File: src/hw/const_pack.sv
package const_pack;

    // datapath sizes
    localparam int Nti   = 16;
    localparam int Nadc  = 8;
    localparam int Ncode = Nadc + 1;
    localparam int Nprbs = 7;
    localparam int Ncnt  = 32;

    // host port data width
    localparam int Nreg = 16;

    // signed range of an unfolded code
    localparam int CODE_MAX = (1 << (Ncode - 1)) - 1;
    localparam int CODE_MIN = -(1 << (Ncode - 1));

    // bit positions in REG_CTRL
    localparam int CTRL_CLR_BIT = 0;
    localparam int CTRL_EN_BIT  = 1;
    localparam int CTRL_INV_BIT = 2;

    typedef enum logic [2:0] {
        REG_CTRL   = 3'd0,
        REG_THRESH = 3'd1,
        REG_OFFSET = 3'd2,
        REG_TOTAL  = 3'd3,
        REG_ERRORS = 3'd4
    } reg_addr_e;

    typedef enum logic [1:0] {
        CHK_IDLE = 2'd0,
        CHK_SEED = 2'd1,
        CHK_RUN  = 2'd2
    } chk_state_e;

    // sign 1 means a positive sample
    typedef struct packed {
        logic [Nti-1:0][Nadc-1:0] mag;
        logic [Nti-1:0]           sign;
    } adc_word_t;

    typedef struct packed {
        reg_addr_e       addr;
        logic            write;
        logic [Nreg-1:0] wdata;
    } reg_req_t;

    typedef struct packed {
        logic signed [Ncode-1:0] offset;
        logic signed [Ncode-1:0] thresh;
        logic                    invert;
        logic                    chk_en;
        logic                    soft_clr;
    } dbg_cfg_t;

    typedef struct packed {
        logic [Ncnt-1:0] total_bits;
        logic [Ncnt-1:0] err_bits;
        logic            locked;
    } dbg_stat_t;

endpackage

File: src/hw/adc_unfolding.sv
`timescale 1ns/1ps
`default_nettype none

module adc_unfolding (
    input  wire logic                                         clk_adc_i,
    input  wire logic                                         rst_n_i,
    input  wire const_pack::adc_word_t                        adc_i,
    input  wire const_pack::dbg_cfg_t                         cfg_i,
    output logic [const_pack::Nti-1:0][const_pack::Ncode-1:0] codes_o
);
    import const_pack::*;

    adc_word_t                 adc_q;
    logic signed [Ncode:0]     offset_ext;
    logic [Nti-1:0][Ncode-1:0] code_sat;

    // input capture stage
    always_ff @(posedge clk_adc_i) begin
        adc_q <= adc_i;
    end

    // one guard bit so the subtraction cannot wrap
    assign offset_ext = {cfg_i.offset[Ncode-1], cfg_i.offset};

    always_comb begin
        logic signed [Ncode:0] folded;
        logic signed [Ncode:0] diff;
        folded = '0;
        diff   = '0;
        for (int j = 0; j < Nti; j++) begin
            folded = $signed({{(Ncode + 1 - Nadc){1'b0}}, adc_q.mag[j]});
            // sign low means a negative sample
            if (!adc_q.sign[j]) begin
                folded = -folded;
            end
            diff = folded - offset_ext;
            if (diff > CODE_MAX) begin
                code_sat[j] = Ncode'(CODE_MAX);
            end else if (diff < CODE_MIN) begin
                code_sat[j] = Ncode'(CODE_MIN);
            end else begin
                code_sat[j] = diff[Ncode-1:0];
            end
        end
    end

    always_ff @(posedge clk_adc_i or negedge rst_n_i) begin
        if (!rst_n_i) begin
            codes_o <= '0;
        end else begin
            codes_o <= code_sat;
        end
    end

endmodule

`default_nettype wire

File: src/hw/data_slicer.sv
`timescale 1ns/1ps
`default_nettype none

module data_slicer (
    input  wire logic                                         clk_adc_i,
    input  wire logic                                         rst_n_i,
    input  wire logic [const_pack::Nti-1:0][const_pack::Ncode-1:0] codes_i,
    input  wire const_pack::dbg_cfg_t                         cfg_i,
    output logic [const_pack::Nti-1:0]                        bits_o
);
    import const_pack::*;

    logic [Nti-1:0] decision;

    // a code equal to the threshold counts as a one
    always_comb begin
        for (int j = 0; j < Nti; j++) begin
            decision[j] = ($signed(codes_i[j]) >= $signed(cfg_i.thresh)) ^ cfg_i.invert;
        end
    end

    always_ff @(posedge clk_adc_i or negedge rst_n_i) begin
        if (!rst_n_i) begin
            bits_o <= '0;
        end else begin
            bits_o <= decision;
        end
    end

endmodule

`default_nettype wire

File: src/hw/debug_regs.sv
`timescale 1ns/1ps
`default_nettype none

module debug_regs (
    input  wire logic                   clk_adc_i,
    input  wire logic                   rst_n_i,
    input  wire logic                   req_valid_i,
    input  wire const_pack::reg_req_t   req_i,
    output logic                        ack_o,
    output logic [const_pack::Nreg-1:0] rdata_o,
    output const_pack::dbg_cfg_t        cfg_o,
    input  wire const_pack::dbg_stat_t  stat_i
);
    import const_pack::*;

    typedef enum logic {
        RSP_IDLE = 1'b0,
        RSP_ACK  = 1'b1
    } rsp_state_e;

    rsp_state_e              state_q;
    logic signed [Ncode-1:0] offset_q;
    logic signed [Ncode-1:0] thresh_q;
    logic                    invert_q;
    logic                    chk_en_q;
    logic                    soft_clr_q;
    logic [Nreg-1:0]         rdata_q;
    logic [Nreg-1:0]         rd_value;
    logic                    accept;

    // one access per handshake, taken on the first edge that sees req
    assign accept = (state_q == RSP_IDLE) && req_valid_i;

    always_ff @(posedge clk_adc_i or negedge rst_n_i) begin
        if (!rst_n_i) begin
            state_q <= RSP_IDLE;
        end else begin
            case (state_q)
                RSP_IDLE: begin
                    if (req_valid_i) begin
                        state_q <= RSP_ACK;
                    end
                end
                RSP_ACK: begin
                    // hold ack until the host releases req
                    if (!req_valid_i) begin
                        state_q <= RSP_IDLE;
                    end
                end
                default: begin
                    state_q <= RSP_IDLE;
                end
            endcase
        end
    end

    // read mux, counters show only their low half
    always_comb begin
        rd_value = '0;
        case (req_i.addr)
            REG_CTRL: begin
                rd_value[CTRL_EN_BIT]  = chk_en_q;
                rd_value[CTRL_INV_BIT] = invert_q;
            end
            REG_THRESH: rd_value = {{(Nreg - Ncode){1'b0}}, thresh_q};
            REG_OFFSET: rd_value = {{(Nreg - Ncode){1'b0}}, offset_q};
            REG_TOTAL:  rd_value = stat_i.total_bits[Nreg-1:0];
            REG_ERRORS: rd_value = stat_i.err_bits[Nreg-1:0];
            default:    rd_value = '0;
        endcase
    end

    always_ff @(posedge clk_adc_i or negedge rst_n_i) begin
        if (!rst_n_i) begin
            offset_q   <= '0;
            thresh_q   <= '0;
            invert_q   <= 1'b0;
            chk_en_q   <= 1'b0;
            soft_clr_q <= 1'b0;
            rdata_q    <= '0;
        end else begin
            soft_clr_q <= 1'b0;
            if (accept && !req_i.write) begin
                rdata_q <= rd_value;
            end
            if (accept && req_i.write) begin
                case (req_i.addr)
                    REG_CTRL: begin
                        // clear bit is a strobe, not a stored field
                        soft_clr_q <= req_i.wdata[CTRL_CLR_BIT];
                        chk_en_q   <= req_i.wdata[CTRL_EN_BIT];
                        invert_q   <= req_i.wdata[CTRL_INV_BIT];
                    end
                    REG_THRESH: thresh_q <= req_i.wdata[Ncode-1:0];
                    REG_OFFSET: offset_q <= req_i.wdata[Ncode-1:0];
                    default: begin
                    end
                endcase
            end
        end
    end

    assign ack_o   = (state_q == RSP_ACK);
    assign rdata_o = rdata_q;

    assign cfg_o.offset   = offset_q;
    assign cfg_o.thresh   = thresh_q;
    assign cfg_o.invert   = invert_q;
    assign cfg_o.chk_en   = chk_en_q;
    assign cfg_o.soft_clr = soft_clr_q;

    // each ack answers a req seen on the previous edge
    assert property (@(posedge clk_adc_i) disable iff (!rst_n_i)
        $rose(ack_o) |-> $past(req_valid_i))
        else $error("ack raised without a pending request");

    assert property (@(posedge clk_adc_i) disable iff (!rst_n_i)
        cfg_o.soft_clr |=> !cfg_o.soft_clr)
        else $error("soft clear held longer than one cycle");

endmodule

`default_nettype wire

File: src/hw/digital_core.sv
`timescale 1ns/1ps
`default_nettype none

module digital_core (
    input  wire logic                         clk_adc_i,
    input  wire logic                         rst_n_i,
    input  wire const_pack::adc_word_t        adc_i,
    input  wire logic                         reg_req_valid_i,
    input  wire const_pack::reg_req_t         reg_req_i,
    output wire logic                         reg_ack_o,
    output wire logic [const_pack::Nreg-1:0]  reg_rdata_o,
    output wire logic [const_pack::Nti-1:0]   bits_o
);
    import const_pack::*;

    dbg_cfg_t                  dbg_cfg;
    dbg_stat_t                 dbg_stat;
    logic [Nti-1:0][Ncode-1:0] codes;

    // host access and configuration
    debug_regs i_debug_regs (
        .clk_adc_i   (clk_adc_i),
        .rst_n_i     (rst_n_i),
        .req_valid_i (reg_req_valid_i),
        .req_i       (reg_req_i),
        .ack_o       (reg_ack_o),
        .rdata_o     (reg_rdata_o),
        .cfg_o       (dbg_cfg),
        .stat_i      (dbg_stat)
    );

    // sign-magnitude to signed code
    adc_unfolding i_adc_unfolding (
        .clk_adc_i (clk_adc_i),
        .rst_n_i   (rst_n_i),
        .adc_i     (adc_i),
        .cfg_i     (dbg_cfg),
        .codes_o   (codes)
    );

    data_slicer i_data_slicer (
        .clk_adc_i (clk_adc_i),
        .rst_n_i   (rst_n_i),
        .codes_i   (codes),
        .cfg_i     (dbg_cfg),
        .bits_o    (bits_o)
    );

    // sliced bits are checked and also leave the core
    prbs_checker i_prbs_checker (
        .clk_adc_i (clk_adc_i),
        .rst_n_i   (rst_n_i),
        .bits_i    (bits_o),
        .cfg_i     (dbg_cfg),
        .stat_o    (dbg_stat)
    );

endmodule

`default_nettype wire

File: src/hw/prbs_checker.sv
`timescale 1ns/1ps
`default_nettype none

module prbs_checker (
    input  wire logic                      clk_adc_i,
    input  wire logic                      rst_n_i,
    input  wire logic [const_pack::Nti-1:0] bits_i,
    input  wire const_pack::dbg_cfg_t       cfg_i,
    output const_pack::dbg_stat_t          stat_o
);
    import const_pack::*;

    chk_state_e               state_q;
    logic [Nprbs-1:0]         hist_q;
    logic [Nti+Nprbs-1:0]     stream;
    logic [Nti-1:0]           mismatch;
    logic [$clog2(Nti+1)-1:0] err_cnt;
    logic [Ncnt:0]            total_sum;
    logic [Ncnt:0]            err_sum;
    logic [Ncnt-1:0]          total_q;
    logic [Ncnt-1:0]          err_q;

    // history sits below the word, oldest bit at index 0
    assign stream = {bits_i, hist_q};

    // x^7+x^6+1, bit n predicted from received bits n-7 and n-6
    always_comb begin
        err_cnt = '0;
        for (int j = 0; j < Nti; j++) begin
            mismatch[j] = bits_i[j] ^ stream[j] ^ stream[j+1];
            err_cnt     = err_cnt + mismatch[j];
        end
    end

    assign total_sum = {1'b0, total_q} + (Ncnt + 1)'(Nti);
    assign err_sum   = {1'b0, err_q} + (Ncnt + 1)'(err_cnt);

    // received history always follows the line, so SEED only skips counting
    always_ff @(posedge clk_adc_i) begin
        hist_q <= bits_i[Nti-1 -: Nprbs];
    end

    always_ff @(posedge clk_adc_i or negedge rst_n_i) begin
        if (!rst_n_i) begin
            state_q <= CHK_IDLE;
            total_q <= '0;
            err_q   <= '0;
        end else if (cfg_i.soft_clr) begin
            state_q <= cfg_i.chk_en ? CHK_SEED : CHK_IDLE;
            total_q <= '0;
            err_q   <= '0;
        end else begin
            case (state_q)
                CHK_IDLE: begin
                    if (cfg_i.chk_en) begin
                        state_q <= CHK_SEED;
                    end
                end
                CHK_SEED: begin
                    state_q <= cfg_i.chk_en ? CHK_RUN : CHK_IDLE;
                end
                CHK_RUN: begin
                    if (!cfg_i.chk_en) begin
                        state_q <= CHK_IDLE;
                    end
                    // saturate at all ones
                    total_q <= total_sum[Ncnt] ? '1 : total_sum[Ncnt-1:0];
                    err_q   <= err_sum[Ncnt] ? '1 : err_sum[Ncnt-1:0];
                end
                default: begin
                    state_q <= CHK_IDLE;
                end
            endcase
        end
    end

    assign stat_o.total_bits = total_q;
    assign stat_o.err_bits   = err_q;
    assign stat_o.locked     = (state_q == CHK_RUN);

    assert property (@(posedge clk_adc_i) disable iff (!rst_n_i)
        err_q <= total_q)
        else $error("error count above total bit count");

    // only a running checker or a soft clear may move the counters
    assert property (@(posedge clk_adc_i) disable iff (!rst_n_i)
        (state_q != CHK_RUN && !cfg_i.soft_clr) |=> ($stable(total_q) && $stable(err_q)))
        else $error("counters changed outside CHK_RUN");

endmodule

`default_nettype wire

File: config.mk
export PLATFORM = sky130hd
export DESIGN_NAME = digital_core
export DESIGN_NICKNAME = d
export VERILOG_FILES = /design/src/hw/const_pack.sv /design/src/hw/adc_unfolding.sv /design/src/hw/data_slicer.sv /design/src/hw/debug_regs.sv /design/src/hw/digital_core.sv /design/src/hw/prbs_checker.sv
export SDC_FILE = /design/constraint.sdc
export NUM_CORES = 1
export LEC_CHECK = 0
export BUFFER_PORTS_ARGS = -buffer_cell sky130_fd_sc_hd__buf_4
export CAP_MARGIN = 5
export CORE_MARGIN = 4
export CORE_UTILIZATION = 47
export DETAILED_ROUTE_END_ITERATION = 7
export GPL_TIMING_DRIVEN = 0
export PLACE_DENSITY = 0.72
export SYNTH_ARGS = -nofsm -noshare
export SYNTH_HDL_FRONTEND = slang
export SYNTH_HIERARCHICAL = 1
export SYNTH_SLANG_ARGS = --single-unit
File: constraint.sdc
create_clock -name clk_adc_i -period 7.4 [get_ports clk_adc_i]
set_clock_uncertainty 0.05 [all_clocks]
set_input_delay 0 -clock clk_adc_i [delete_from_list [all_inputs] [get_ports clk_adc_i]]
set_output_delay 0 -clock clk_adc_i [all_outputs]
set_load 0.05 [all_outputs]
### Yosys cells after proc, flatten, opt, wreduce, memory -nomap -nowiden

Cells that the tools add are included.

| storage, ports and cells | value |
|---|---|
| flip-flop bits (word level) | 415 |
| bits of input ports | 167 |
| output and inout port bits | 33 |
| word-level logic and storage cells | 276 |

| operators by class | value |
|---|---|
| $add $sub $neg | 49 |
| magnitude comparators | 48 |
| eq/ne operators | 8 |
| muxes and demuxes | 66 |
| bitwise logic cells | 49 |
| reduce and logical (&&, ||, !) cells | 11 |

Operators with widths:

| kind | count |
|---|---|
| 9-bit two-way mux | 32 |
| 32-bit two-way mux | 6 |
| 10-bit by 9-bit greater-than comparator with 1-bit output (second input constant) | 16 |
| 10-bit by 9-bit less-than comparator with 1-bit output (second input constant) | 16 |
| 10-bit two-way mux | 16 |
| 8-bit negation with 10-bit output | 16 |
| 10-bit by 9-bit subtractor with 10-bit output | 16 |
| 9-bit >= comparator | 16 |
| 5-bit by 1-bit adder with 5-bit output | 14 |
| 13-bit one-hot mux with 4 select lines | 1 |
| 1-bit bitwise XOR | 48 |
| 32-bit by 5-bit adder with 33-bit output | 1 |
| 32-bit by 5-bit adder with 33-bit output (second input constant) | 1 |
| 2-bit one-hot mux with 5 select lines | 1 |
| 2-bit two-way mux | 4 |
| 2-bit AND reduction | 4 |
| 3-bit by 2-bit equality test with 1-bit output (second input constant) | 2 |
| 3-bit inequality test (second input constant) | 2 |
| 2-bit one-hot mux with 3 select lines | 1 |
| 1-bit two-way mux | 4 |
| 1-bit one-hot mux with 4 select lines | 1 |
| 3-bit by 1-bit equality test with 1-bit output (second input constant) | 1 |
| 3-bit equality test (second input constant) | 1 |
| 1-bit logical AND | 3 |
| 8 further kinds | 8 |

### Longest topological paths before layout

Gate-level depths: netlist of run 1.

| logic depth | value |
|---|---|
| word-level depth | 21 |
| mapped depth | 22 |

### Hierarchy

The synthesis of run 1 kept the hierarchy.

By module, submodules not included:

| module | instances | cells each | area an instance (um^2) | sequential area each (um^2) |
|---|---|---|---|---|
| adc_unfolding | 1 | 1587 | 16330.7 | 6486.2 |
| prbs_checker | 1 | 465 | 4503.1 | 1716.6 |
| data_slicer | 1 | 423 | 3754.9 | 400.4 |
| debug_regs | 1 | 152 | 1766.7 | 950.9 |

### Least setup slack after synthesis of run 1

No wires, ideal clock.

| path | value |
|---|---|
| path kind | reg-to-reg |
| from | reg i_data_slicer/bits_o[0] (netlist bit) |
| to | reg i_prbs_checker.err_q[20] |
| library setup time | 0.104 ns |
| data arrival time | 6.153 ns |
| setup slack | 1.093 ns |
| stages on the path, launching flop included | 19 |
| period minus slack after synthesis | 6.307 ns |
| cells stage by stage | dfrtp_1 xor2_1 xnor2_1 fa_1 inv_1 ha_1 fa_1 inv_1 fa_1 fa_1 fa_1 fa_1 xnor2_1 ha_1 nor2b_1 o31ai_1 a21oi_1 a41o_1 a221oi_1 |

| on the way | value |
|---|---|
| word-level cells in the longest chain between the ends | 21 |
| elaborated cells between the ends (all ways) | 24 |
| those cells by class | 16 x add/sub; 3 x mux; 5 x bitwise |

RTL lines:

| item | RTL line | text |
|---|---|---|
| from (decl) | data_slicer.sv:9 | `output logic [const_pack::Nti-1:0] bits_o` |
| from (signal assigned) | data_slicer.sv:26 | `bits_o <= decision;` |
| 1-bit bitwise XOR (2 in a row) | prbs_checker.sv:30 | `mismatch[j] = bits_i[j] ^ stream[j] ^ stream[j+1];` |
| 1-bit by 1-bit adder with 2-bit output | prbs_checker.sv:31 | `err_cnt = err_cnt + mismatch[j];` |
| 5-bit by 1-bit adder with 5-bit output (5 in a row) | prbs_checker.sv:31 |  |
| 5-bit by 1-bit adder with 5-bit output * (9 in a row) | prbs_checker.sv:31 |  |
| 32-bit by 5-bit adder with 33-bit output * | prbs_checker.sv:36 | `assign err_sum = {1'b0, err_q} + (Ncnt + 1)'(err_cnt);` |
| 32-bit two-way mux * | prbs_checker.sv:68 | `err_q <= err_sum[Ncnt] ? '1 : err_sum[Ncnt-1:0];` |
| 32-bit two-way mux * | prbs_checker.sv:53 | `case (state_q)` |
| 32-bit two-way mux * | prbs_checker.sv:48 | `end else if (cfg_i.soft_clr) begin` |
| to (signal assigned) | prbs_checker.sv:68 |  |
| to (decl) | prbs_checker.sv:21 | `logic [Ncnt-1:0] err_q;` |

Mark *: on every way between the ends. The rest lies on a longest branch, timed or not. The select of a mux whose other input is x is not followed.
A chain may end at the register's enable or synchronous reset.

### Worst setup path after layout of run 1

| path | value |
|---|---|
| from | reg i_data_slicer/bits_o[0] (netlist bit) |
| to | reg i_prbs_checker.err_q[11] |

Same word-level chain as after synthesis.

==> metrics.csv, run 1 <==
metric,value,unit
cts.sinks,412,
setup-violations-final,0,
drive_gt1_share,11.8,%
drtIter0Drc,1278,
grt_pass1_wl,117,mm
violations,DRC,
routed_wl,73.5,mm
hold_viol,0,
grt_use_total,24.1,%
power_frac_seq,17.5,%
worstRegToRegCells,21,
cts_setup_buffers,0,
p_sw_share,46.2,%
num_io_pins,200,
clockBufferDepth,3,
fin_area,33500,um2
fmax,146,MHz
status,"finished, violations left",
htree_levels,2,
hpwl,48.6,mm
crit_top_cell,fa_1,
endpoint,i_prbs_checker/err_q[11],
cp_slowest_stage_delay,670,ps
power.leakage,0.0148,uW
multi_input_area,15900,um2
synth.ff_latch_count,412,
powerDensity,534,nW/um2
maxSlewHeadroom,4.87,%
critPathKind,reg -> reg,
period_needed,6870,ps
clk_pin_slew_worst_paths,60,ps
synthCells,2627,
tightest_slew,1430,ps
slew_violations,0,
crit_path_end_kind,register,
synthArstFlopShare,63.3,%
vias_per_cell,5.59,
r2r-start,i_data_slicer/bits_o[0],
core-area,55300,um2
cts_inserted_buffers,47,
regArea,9550,um2
cts_root_buf,clkbuf_16,
initial_utilization,47.7,%
die_x,245,um
antenna_found_initial,0,
area_delta_synth_final,27.3,%
wl_per_cell,18.6,um
ant_nets,0,
power_frac_comb,68.6,%
die_h,245,um
arrival,7250,ps
nets,3683,
grt_pass1_vias,22900,
syn_area,26400,um2
dr.pass1.iters,8,
setup_tns,0,ps
drc,3,
total_power,17900,uW
synth_edf_count,0,
synthFlopType,dfrtp_1,
syn_area_per_cell,10.0,um2
grt_max_degree,131,
synth_cell_types,81,
hold_path_class,in -> async,
dpl_cell_area,28800,um2
cp-start-kind,register,
vias,22100,
grt-ovfl-total,0,
num-fill-cells,4426,
cp.depth,21,
globalplace.congestion,0.875,
cp_cell_sequence,xor2_1 -> xnor2_1 -> fa_1 -> inv_1 -> ha_1 -> fa_1 -> inv_1 -> fa_1 -> fa_1 -> fa_1 -> fa_1 -> nor2b_1 -> o21ai_0 -> nand2b_1 -> ha_1 -> and2_1 -> a221oi_1 -> a21oi_1 -> buf_2 -> a31oi_1 -> a311oi_1,
p_clk_share,13.9,%
syn_nets,3141,
switchingPower,8280,uW
reg2reg_setup_slack,530,ps
cp.buffers_inverters,3,
ir_drop,2170,uV
timing.rr.end,i_prbs_checker/err_q[11],
worstPathMaxFanout,10,
clock_latency,600,ps
drv_cap,0,
cts_tree,done,
internal-power,9630,uW
slowest_stage,a221oi_1,
die_area,59900,um2
ys_warn_count,6,
cp.required,7780,ps
ctsResizeCount,0,
crit_start,i_data_slicer/bits_o[0],
cp_top_family,adder cells,
fin_crit_sh,92.8,%
seq_area_frac_synth,36.3,%
row_count,86,
io_buffers,191,
holdWs,8.80,ps
rsz0062_at_grt,false,
[metal layers]
layer,GRT usage (%),part of all wire (%),vias to the layer above,routed length (um)
met3,5.27,6.4,181,4700
li1,-,-,10500,-
met1,29.1,41,10700,30400
met4,10.1,3.6,0,2650
met2,41.7,49,733,35800
met5,0,0,-,0
[registers in the layout, summed over array words and instances, names as in the netlist, 7 cells and up]
register / cells
i_adc_unfolding/adc_q: 144
i_debug_regs/offset_q: 9
i_data_slicer/bits_o: 16
i_debug_regs/rdata_o: 16
i_prbs_checker/err_q: 32
i_prbs_checker/hist_q: 7
i_debug_regs/thresh_q: 9
i_adc_unfolding/codes_o: 144
i_prbs_checker/total_q: 29
[layout make-up]
cell class                      count  share of cell area, %
Antenna cell                        1                0.00746
Buffer                             53                  0.802
Clock buffer                       68                   4.36
Clock inverter                     19                  0.656
Inverter                          161                   1.80
Multi-Input combinational cell   2001                   47.5
Sequential cell                   412                   28.5
Tap cell                          748                   2.79
Timing Repair Buffer              493                   13.6
[cell families after synthesis]
group	after synthesis	synth area share [%]
XOR/XNOR	295	9.92
adder cells (fa/ha/maj)	475	22.1
buffers and inverters	214	3.31
AND/OR/NAND/NOR	645	13.2
flip-flops	412	36.3
multiplexers	43	1.86
AO/OA/AOI/OAI	543	13.3
[worst reg2reg max path: stages (launching register included)]
cell,delay [ps]
dfrtp_1,460
xor2_1,200
xnor2_1,160
fa_1,560
inv_1,50
ha_1,310
fa_1,510
inv_1,60
fa_1,500
fa_1,520
fa_1,470
fa_1,420
nor2b_1,120
o21ai_0,80
nand2b_1,100
ha_1,270
and2_1,180
a221oi_1,670
a21oi_1,410
buf_2,320
a31oi_1,220
a311oi_1,80
[worst min path at each step]
stage | startpoint | to | slack [ps] | depth (start not counted)
2_1_floorplan | rst_n_i | i_adc_unfolding/codes_o[0] | -350 | 0
3_3_place_gp | adc_i[109] | i_adc_unfolding/adc_q[109] | 50 | 1
3_5_place_dp | rst_n_i | i_debug_regs/ack_o | -230 | 1
4_1_cts | adc_i[99] | i_adc_unfolding/adc_q[99] | 0.5 | 2
5_1_grt | adc_i[27] | i_adc_unfolding/adc_q[27] | 20 | 2
6_report | rst_n_i | i_debug_regs/rdata_o[2] | 9 | 3
[synthesized netlist by cell type, drive strengths merged (5+ instances only)]
library cell,count,area [um2]
a2111oi,5,68.8
a211oi,39,293
a21o,65,488
a21oi,187,936
a221o,6,60.1
a221oi,11,140
a222oi,7,70.1
a22o,7,61.3
a22oi,7,52.6
a311oi,13,114
a31oi,41,272
a41oi,14,123
and2,7,43.8
and3,41,257
and4,30,263
buf,17,124
clkbuf,36,145
dfrtp,261,6530
dfxtp,151,3020
fa,28,561
ha,319,3990
inv,160,601
maj3,128,1280
mux2,37,417
mux2i,5,50.1
nand2,111,417
nand2b,30,188
nand3,56,280
nand3b,9,67.6
nand4,23,159
nor2,181,684
nor2b,39,244
nor3,55,275
nor3b,5,37.5
nor4,7,56.3
nor4b,17,249
o21a,11,82.6
o21ai,100,500
o21bai,5,37.5
o31a,5,43.8
or2,15,93.8
or3,9,56.3
xnor2,131,1180
xor2,164,1440
[metrics by stage]
step | std cells | setup slack [ps] | utilization (%)
after CTS | 3952 | 643 | 60.5
after floorplan | 2627 | 1090 | -
final | 3956 | 530 | 60.7
after global routing | 3955 | 234 | 60.7
after detailed placement | 3570 | 677 | 52.1
after global placement | 3566 | 840 | 51.9
[power by group through the flow]
stage	Clock [uW]	Sequential, uW	Combinational [uW]
floorplan	0	3230	9530
global placement	0	3170	11200
detailed placement	0	3190	11900
CTS	2530	3150	12100
global route	2620	3210	13400
finish	2490	3140	12300
[placed cells by master (no fill, tap or decap), drive strengths merged, types with 37 or more instances in the layout]
master	netlist	layout
a211oi	39	39
a21o	65	65
a21oi	187	187
a31oi	41	41
and3	41	41
buf	17	215
clkbuf	36	104
dfrtp	261	261
dfxtp	151	151
dlygate4sd3	0	295
ha	319	319
inv	160	162
maj3	128	128
mux2	37	37
nand2	111	111
nand3	56	56
nor2	181	181
nor2b	39	39
nor3	55	55
o21ai	100	100
xnor2	131	131
xor2	164	164
[what timing repair did]
item / CTS / global route
setup endpoints to repair: 0 / 0
endpoints found under the hold margin: 437 / 0
hold buffers: 295 / 0
(Power assumes the default switching activity.)
==> run 2: changes to the inputs <==
--- a/config.mk
+++ b/config.mk
@@ -11,6 +11,7 @@
 export CORE_UTILIZATION = 47
 export DETAILED_ROUTE_END_ITERATION = 7
 export GPL_TIMING_DRIVEN = 0
+export MAX_ROUTING_LAYER = met4
 export PLACE_DENSITY = 0.72
 export SYNTH_ARGS = -nofsm -noshare
 export SYNTH_HDL_FRONTEND = slang
==> metrics.csv, run 2 (synthesis results as in run 1) <==
metric,value,unit
status,"complete, no violations",
grt_use_total,24.6,%
cp-start-kind,register,
drv_cap,0,
ir_drop,1980,uV
slew_violations,0,
cp_slowest_stage_delay,1010,ps
p_sw_share,46.3,%
ant_nets,0,
slowest_stage,a211oi_1,
worstRegToRegCells,17,
die_h,245,um
p_clk_share,13.6,%
fin_crit_sh,92.0,%
cts_tree,done,
power_frac_seq,17.7,%
vias,22000,
nets,3667,
rsz0062_at_grt,false,
io_buffers,191,
tightest_slew,1340,ps
cts_inserted_buffers,48,
regArea,9550,um2
row_count,86,
cts_root_buf,clkbuf_16,
wl_per_cell,18.6,um
setup-violations-final,0,
maxSlewHeadroom,10.3,%
grt_pass1_wl,116,mm
setup_tns,0,ps
critPathKind,reg -> reg,
cts.sinks,412,
cp.depth,17,
hpwl,49.4,mm
globalplace.congestion,0.881,
dr.pass1.iters,7,
layout_commonest_cell,ha_1,
period_needed,6810,ps
crit_path_end_kind,register,
cp.buffers_inverters,2,
clk_pin_slew_worst_paths,60,ps
drc,0,
grt_pass1_vias,22900,
antenna_found_initial,0,
internal-power,9520,uW
arrival,7230,ps
fin_area,33300,um2
drive_gt1_share,11.9,%
switchingPower,8200,uW
dpl_cell_area,28900,um2
grt-ovfl-total,0,
hold_depth,2,
hold_path_class,in -> reg,
power_frac_comb,68.6,%
ctsResizeCount,0,
clock_latency,580,ps
hold_viol,0,
fmax,147,MHz
num-fill-cells,4467,
reg.largest.list,"i_adc_unfolding/adc_q x144, i_adc_unfolding/codes_o x144, i_prbs_checker/err_q x32",
crit_top_cell,fa_1,
routed_wl,73.3,mm
die_x,245,um
layout.cells.most_common_list,"319 x ha_1, 276 x dlygate4sd3_1, 261 x dfrtp_1",
htree_levels,2,
powerDensity,532,nW/um2
initial_utilization,47.7,%
drtIter0Drc,1347,
cp_top_family,adder cells,
die_area,59900,um2
num_io_pins,200,
power.leakage,0.0147,uW
diodes,0,
grt_max_degree,131,
area_delta_synth_final,26.4,%
cts_setup_buffers,0,
worstPathMaxFanout,7,
core-area,55300,um2
multi_input_area,15900,um2
cts_hold_buf,277,
cp_cell_sequence,xor2_1 -> xnor2_1 -> fa_1 -> inv_1 -> ha_1 -> fa_1 -> inv_1 -> fa_1 -> fa_1 -> fa_1 -> fa_1 -> fa_1 -> nor2b_1 -> o31ai_1 -> a211oi_1 -> a31oi_1 -> a211oi_1,
cp.required,7830,ps
vias_per_cell,5.58,
clockBufferDepth,3,
run 2: worst reg2reg max path, stage by stage (launching register included):
cell and delay, ps:
dfrtp_1 450, xor2_1 200, xnor2_1 150, fa_1 530, inv_1 40, ha_1 300, fa_1 500, inv_1 50
fa_1 500, fa_1 530, fa_1 490, fa_1 500, fa_1 450, nor2b_1 230, o31ai_1 230, a211oi_1 1010
a31oi_1 210, a211oi_1 280
run 2: path summary, 6_finish.rpt:
kind	start	endpoint	slack [ps]
max	i_data_slicer/bits_o[0]	i_prbs_checker/err_q[28]	590
min	adc_i[33]	i_adc_unfolding/adc_q[33]	20
max reg2reg	i_data_slicer/bits_o[0]	i_prbs_checker/err_q[28]	590
min reg2reg	i_data_slicer/bits_o[14]	i_prbs_checker/hist_q[5]	360
max in group asynchronous	rst_n_i	i_adc_unfolding/codes_o[57]	5740
min in group asynchronous	rst_n_i	i_debug_regs/ack_o	430
run 2: layout make-up:
type	count	share of cell area, %
multi-input cells	2001	47.8
flip-flops and latches	412	28.7
repair buffers	476	13.3
clock buffers	65	4.11
well taps	748	2.81
inverters	161	1.81
plain buffers	53	0.807
clock inverters	23	0.695
run 2: stage by stage:
step	hold slack, ps	power [uW]	cells	worst slack, ps	util [%]
2_1_floorplan	-346	12800	2627	1090	-
3_3_place_gp	54.1	14400	3566	817	51.9
3_5_place_dp	-186	15000	3572	633	52.2
4_1_cts	1.06	17600	3937	617	60.2
5_1_grt	0.926	18900	3939	280	60.2
6_report	19.7	17700	3939	593	60.2
run 2: layer usage:
metal  up-vias  share of wire (%)  GRT usage, %
met2       741                 49          42.2
li1      10500                  -             -
met3       190                6.5          4.68
met5         -                  0             -
met1     10600                 41          28.5
met4         0                3.9          10.2
run 2: power by group through the flow:
| stage | clock network (uW) | registers (uW) | logic (uW) |
|---|---|---|---|
| floorplan | 0 | 3230 | 9530 |
| global placement | 0 | 3170 | 11200 |
| detailed placement | 0 | 3190 | 11800 |
| CTS | 2450 | 3150 | 12000 |
| global route | 2550 | 3210 | 13200 |
| finish | 2410 | 3140 | 12200 |
==> run 3: changes to the inputs <==
--- a/config.mk
+++ b/config.mk
@@ -7,12 +7,13 @@
 export LEC_CHECK = 0
 export BUFFER_PORTS_ARGS = -buffer_cell sky130_fd_sc_hd__buf_4
 export CAP_MARGIN = 5
-export CORE_MARGIN = 4
+export CORE_MARGIN = 10
 export CORE_UTILIZATION = 47
 export DETAILED_ROUTE_END_ITERATION = 7
 export GPL_TIMING_DRIVEN = 0
 export MAX_ROUTING_LAYER = met4
 export PLACE_DENSITY = 0.72
+export REMOVE_ABC_BUFFERS = 1
 export SYNTH_ARGS = -nofsm -noshare
 export SYNTH_HDL_FRONTEND = slang
 export SYNTH_HIERARCHICAL = 1
==> metrics.csv, run 3 (synthesis results as in run 1) <==
metric,value,unit
routed_wl,71.8,mm
clock_latency,600,ps
drive_gt1_share,11.7,%
critPathKind,reg -> reg,
die_area,65900,um2
initial_utilization,47.7,%
final_util,59.8,%
r2r-start,i_data_slicer/bits_o[0],
num_io_pins,200,
die_x,257,um
clockBufferDepth,3,
worstPathMaxFanout,10,
fin_crit_sh,93.5,%
cts_inserted_buffers,47,
slowest_stage,a221oi_1,
powerDensity,531,nW/um2
setup-violations-final,0,
cp_top_family,adder cells,
hpwl,48.5,mm
nets,3627,
globalplace.congestion,0.883,
hold_path_class,in -> reg,
period_needed,6920,ps
slew_violations,0,
maxSlewHeadroom,5.62,%
fin_area,33100,um2
drc,0,
rsz0062_at_grt,false,
cts_tree,done,
cp.buffers_inverters,3,
layout_commonest_cell,ha_1,
arrival,7340,ps
status,"complete, no violations",
cp.required,7820,ps
grt-ovfl-total,0,
cts.sinks,412,
grt_pass1_wl,115,mm
cp_cell_sequence,xor2_1 -> xnor2_1 -> fa_1 -> inv_1 -> ha_1 -> fa_1 -> inv_1 -> fa_1 -> fa_1 -> fa_1 -> fa_1 -> nor2b_1 -> o21ai_0 -> nand2b_1 -> ha_1 -> and2_1 -> a221oi_1 -> a21oi_1 -> buf_4 -> and3_1 -> a311oi_1,
grt_use_total,21.8,%
htree_levels,2,
drtIter0Drc,1608,
min-delay-start,adc_i[117],
ant_nets,0,
crit_path_end_kind,register,
cp_slowest_stage_delay,560,ps
power.leakage,0.0146,uW
ctsResizeCount,0,
ir_drop,1730,uV
cp-start-kind,register,
row_count,86,
fmax,145,MHz
grt_max_degree,107,
hold_viol,0,
dpl_cell_area,28700,um2
crit_start,i_data_slicer/bits_o[0],
vias_per_cell,5.59,
clk_pin_slew_worst_paths,60,ps
drv_cap,0,
vias,21800,
wl_per_cell,18.4,um
grt_pass1_vias,22800,
antenna_found_initial,3,
io_buffers,192,
core-area,55300,um2
cts_root_buf,clkbuf_16,
die_h,257,um
crit_top_cell,fa_1,
tightest_slew,1410,ps
holdWs,11.4,ps
layout.cells.most_common_list,"319 x ha_1, 289 x dlygate4sd3_1, 259 x dfrtp_1",
area_delta_synth_final,25.6,%
reg.largest.list,"i_adc_unfolding/adc_q x144, i_adc_unfolding/codes_o x144, i_prbs_checker/err_q x32",
setup_tns,0,ps
dr.pass1.iters,5,
-- run 3: what timing repair did --
item                      in CTS  in global routing
hold endpoints to repair     362                  0
hold buffers                 290                  0
buffers inserted               0                  0
-- run 3: worst register-to-register path, delay by kind of cell, from the launching register on --
| family | cells | cell delay (ps) |
|---|---|---|
| buf+inv | 3 | 390 |
| fa+ha+maj | 8 | 3570 |
| flops | 1 | 460 |
| xor+xnor | 2 | 370 |
| simple gates | 4 | 600 |
| compound gates | 4 | 1360 |
-- run 3: layout make-up --
type / instances / area (um2)
Fill cell: 4498 / 22200
Multi-Input combinational cell: 2001 / 15900
Sequential cell: 412 / 9560
Timing Repair Buffer: 490 / 4550
Clock buffer: 61 / 1330
Tap cell: 748 / 936
Inverter: 161 / 604
Clock inverter: 26 / 165
Antenna cell: 3 / 7.51
-- run 3: report_power, final --
group	switching (uW)	internal, uW
registers	410	2810
clock network	975	1280
logic	6800	5290
-- run 3: final timing paths --
check / endpoint / slack, ps / cells past startpoint
worst max-delay path: i_prbs_checker/err_q[23] / 480 / 21
worst min-delay path: i_adc_unfolding/adc_q[117] / 10 / 2
worst max register to register: i_prbs_checker/err_q[23] / 480 / 21
worst min register to register: i_debug_regs/rdata_o[9] / 440 / 2
max in group asynchronous: i_adc_unfolding/codes_o[110] / 5960 / 5
min in group asynchronous: i_prbs_checker/err_q[20] / 500 / 4
-- run 3: through the flow --
stage	cells	worst slack [ps]	total power (uW)
after floorplan	2574	995	12700
after global routing	3902	106	19000
final	3902	482	17600
after detailed placement	3521	595	15100
after global placement	3514	681	14500
after CTS	3898	544	17600
-- run 3: metal layers --
layer	wire [um]	track usage, %	vias up
li1	-	-	10400
met1	29800	24.9	10600
met2	35600	37.9	635
met3	3890	3.33	158
met4	2520	8.76	0
met5	0	-	-
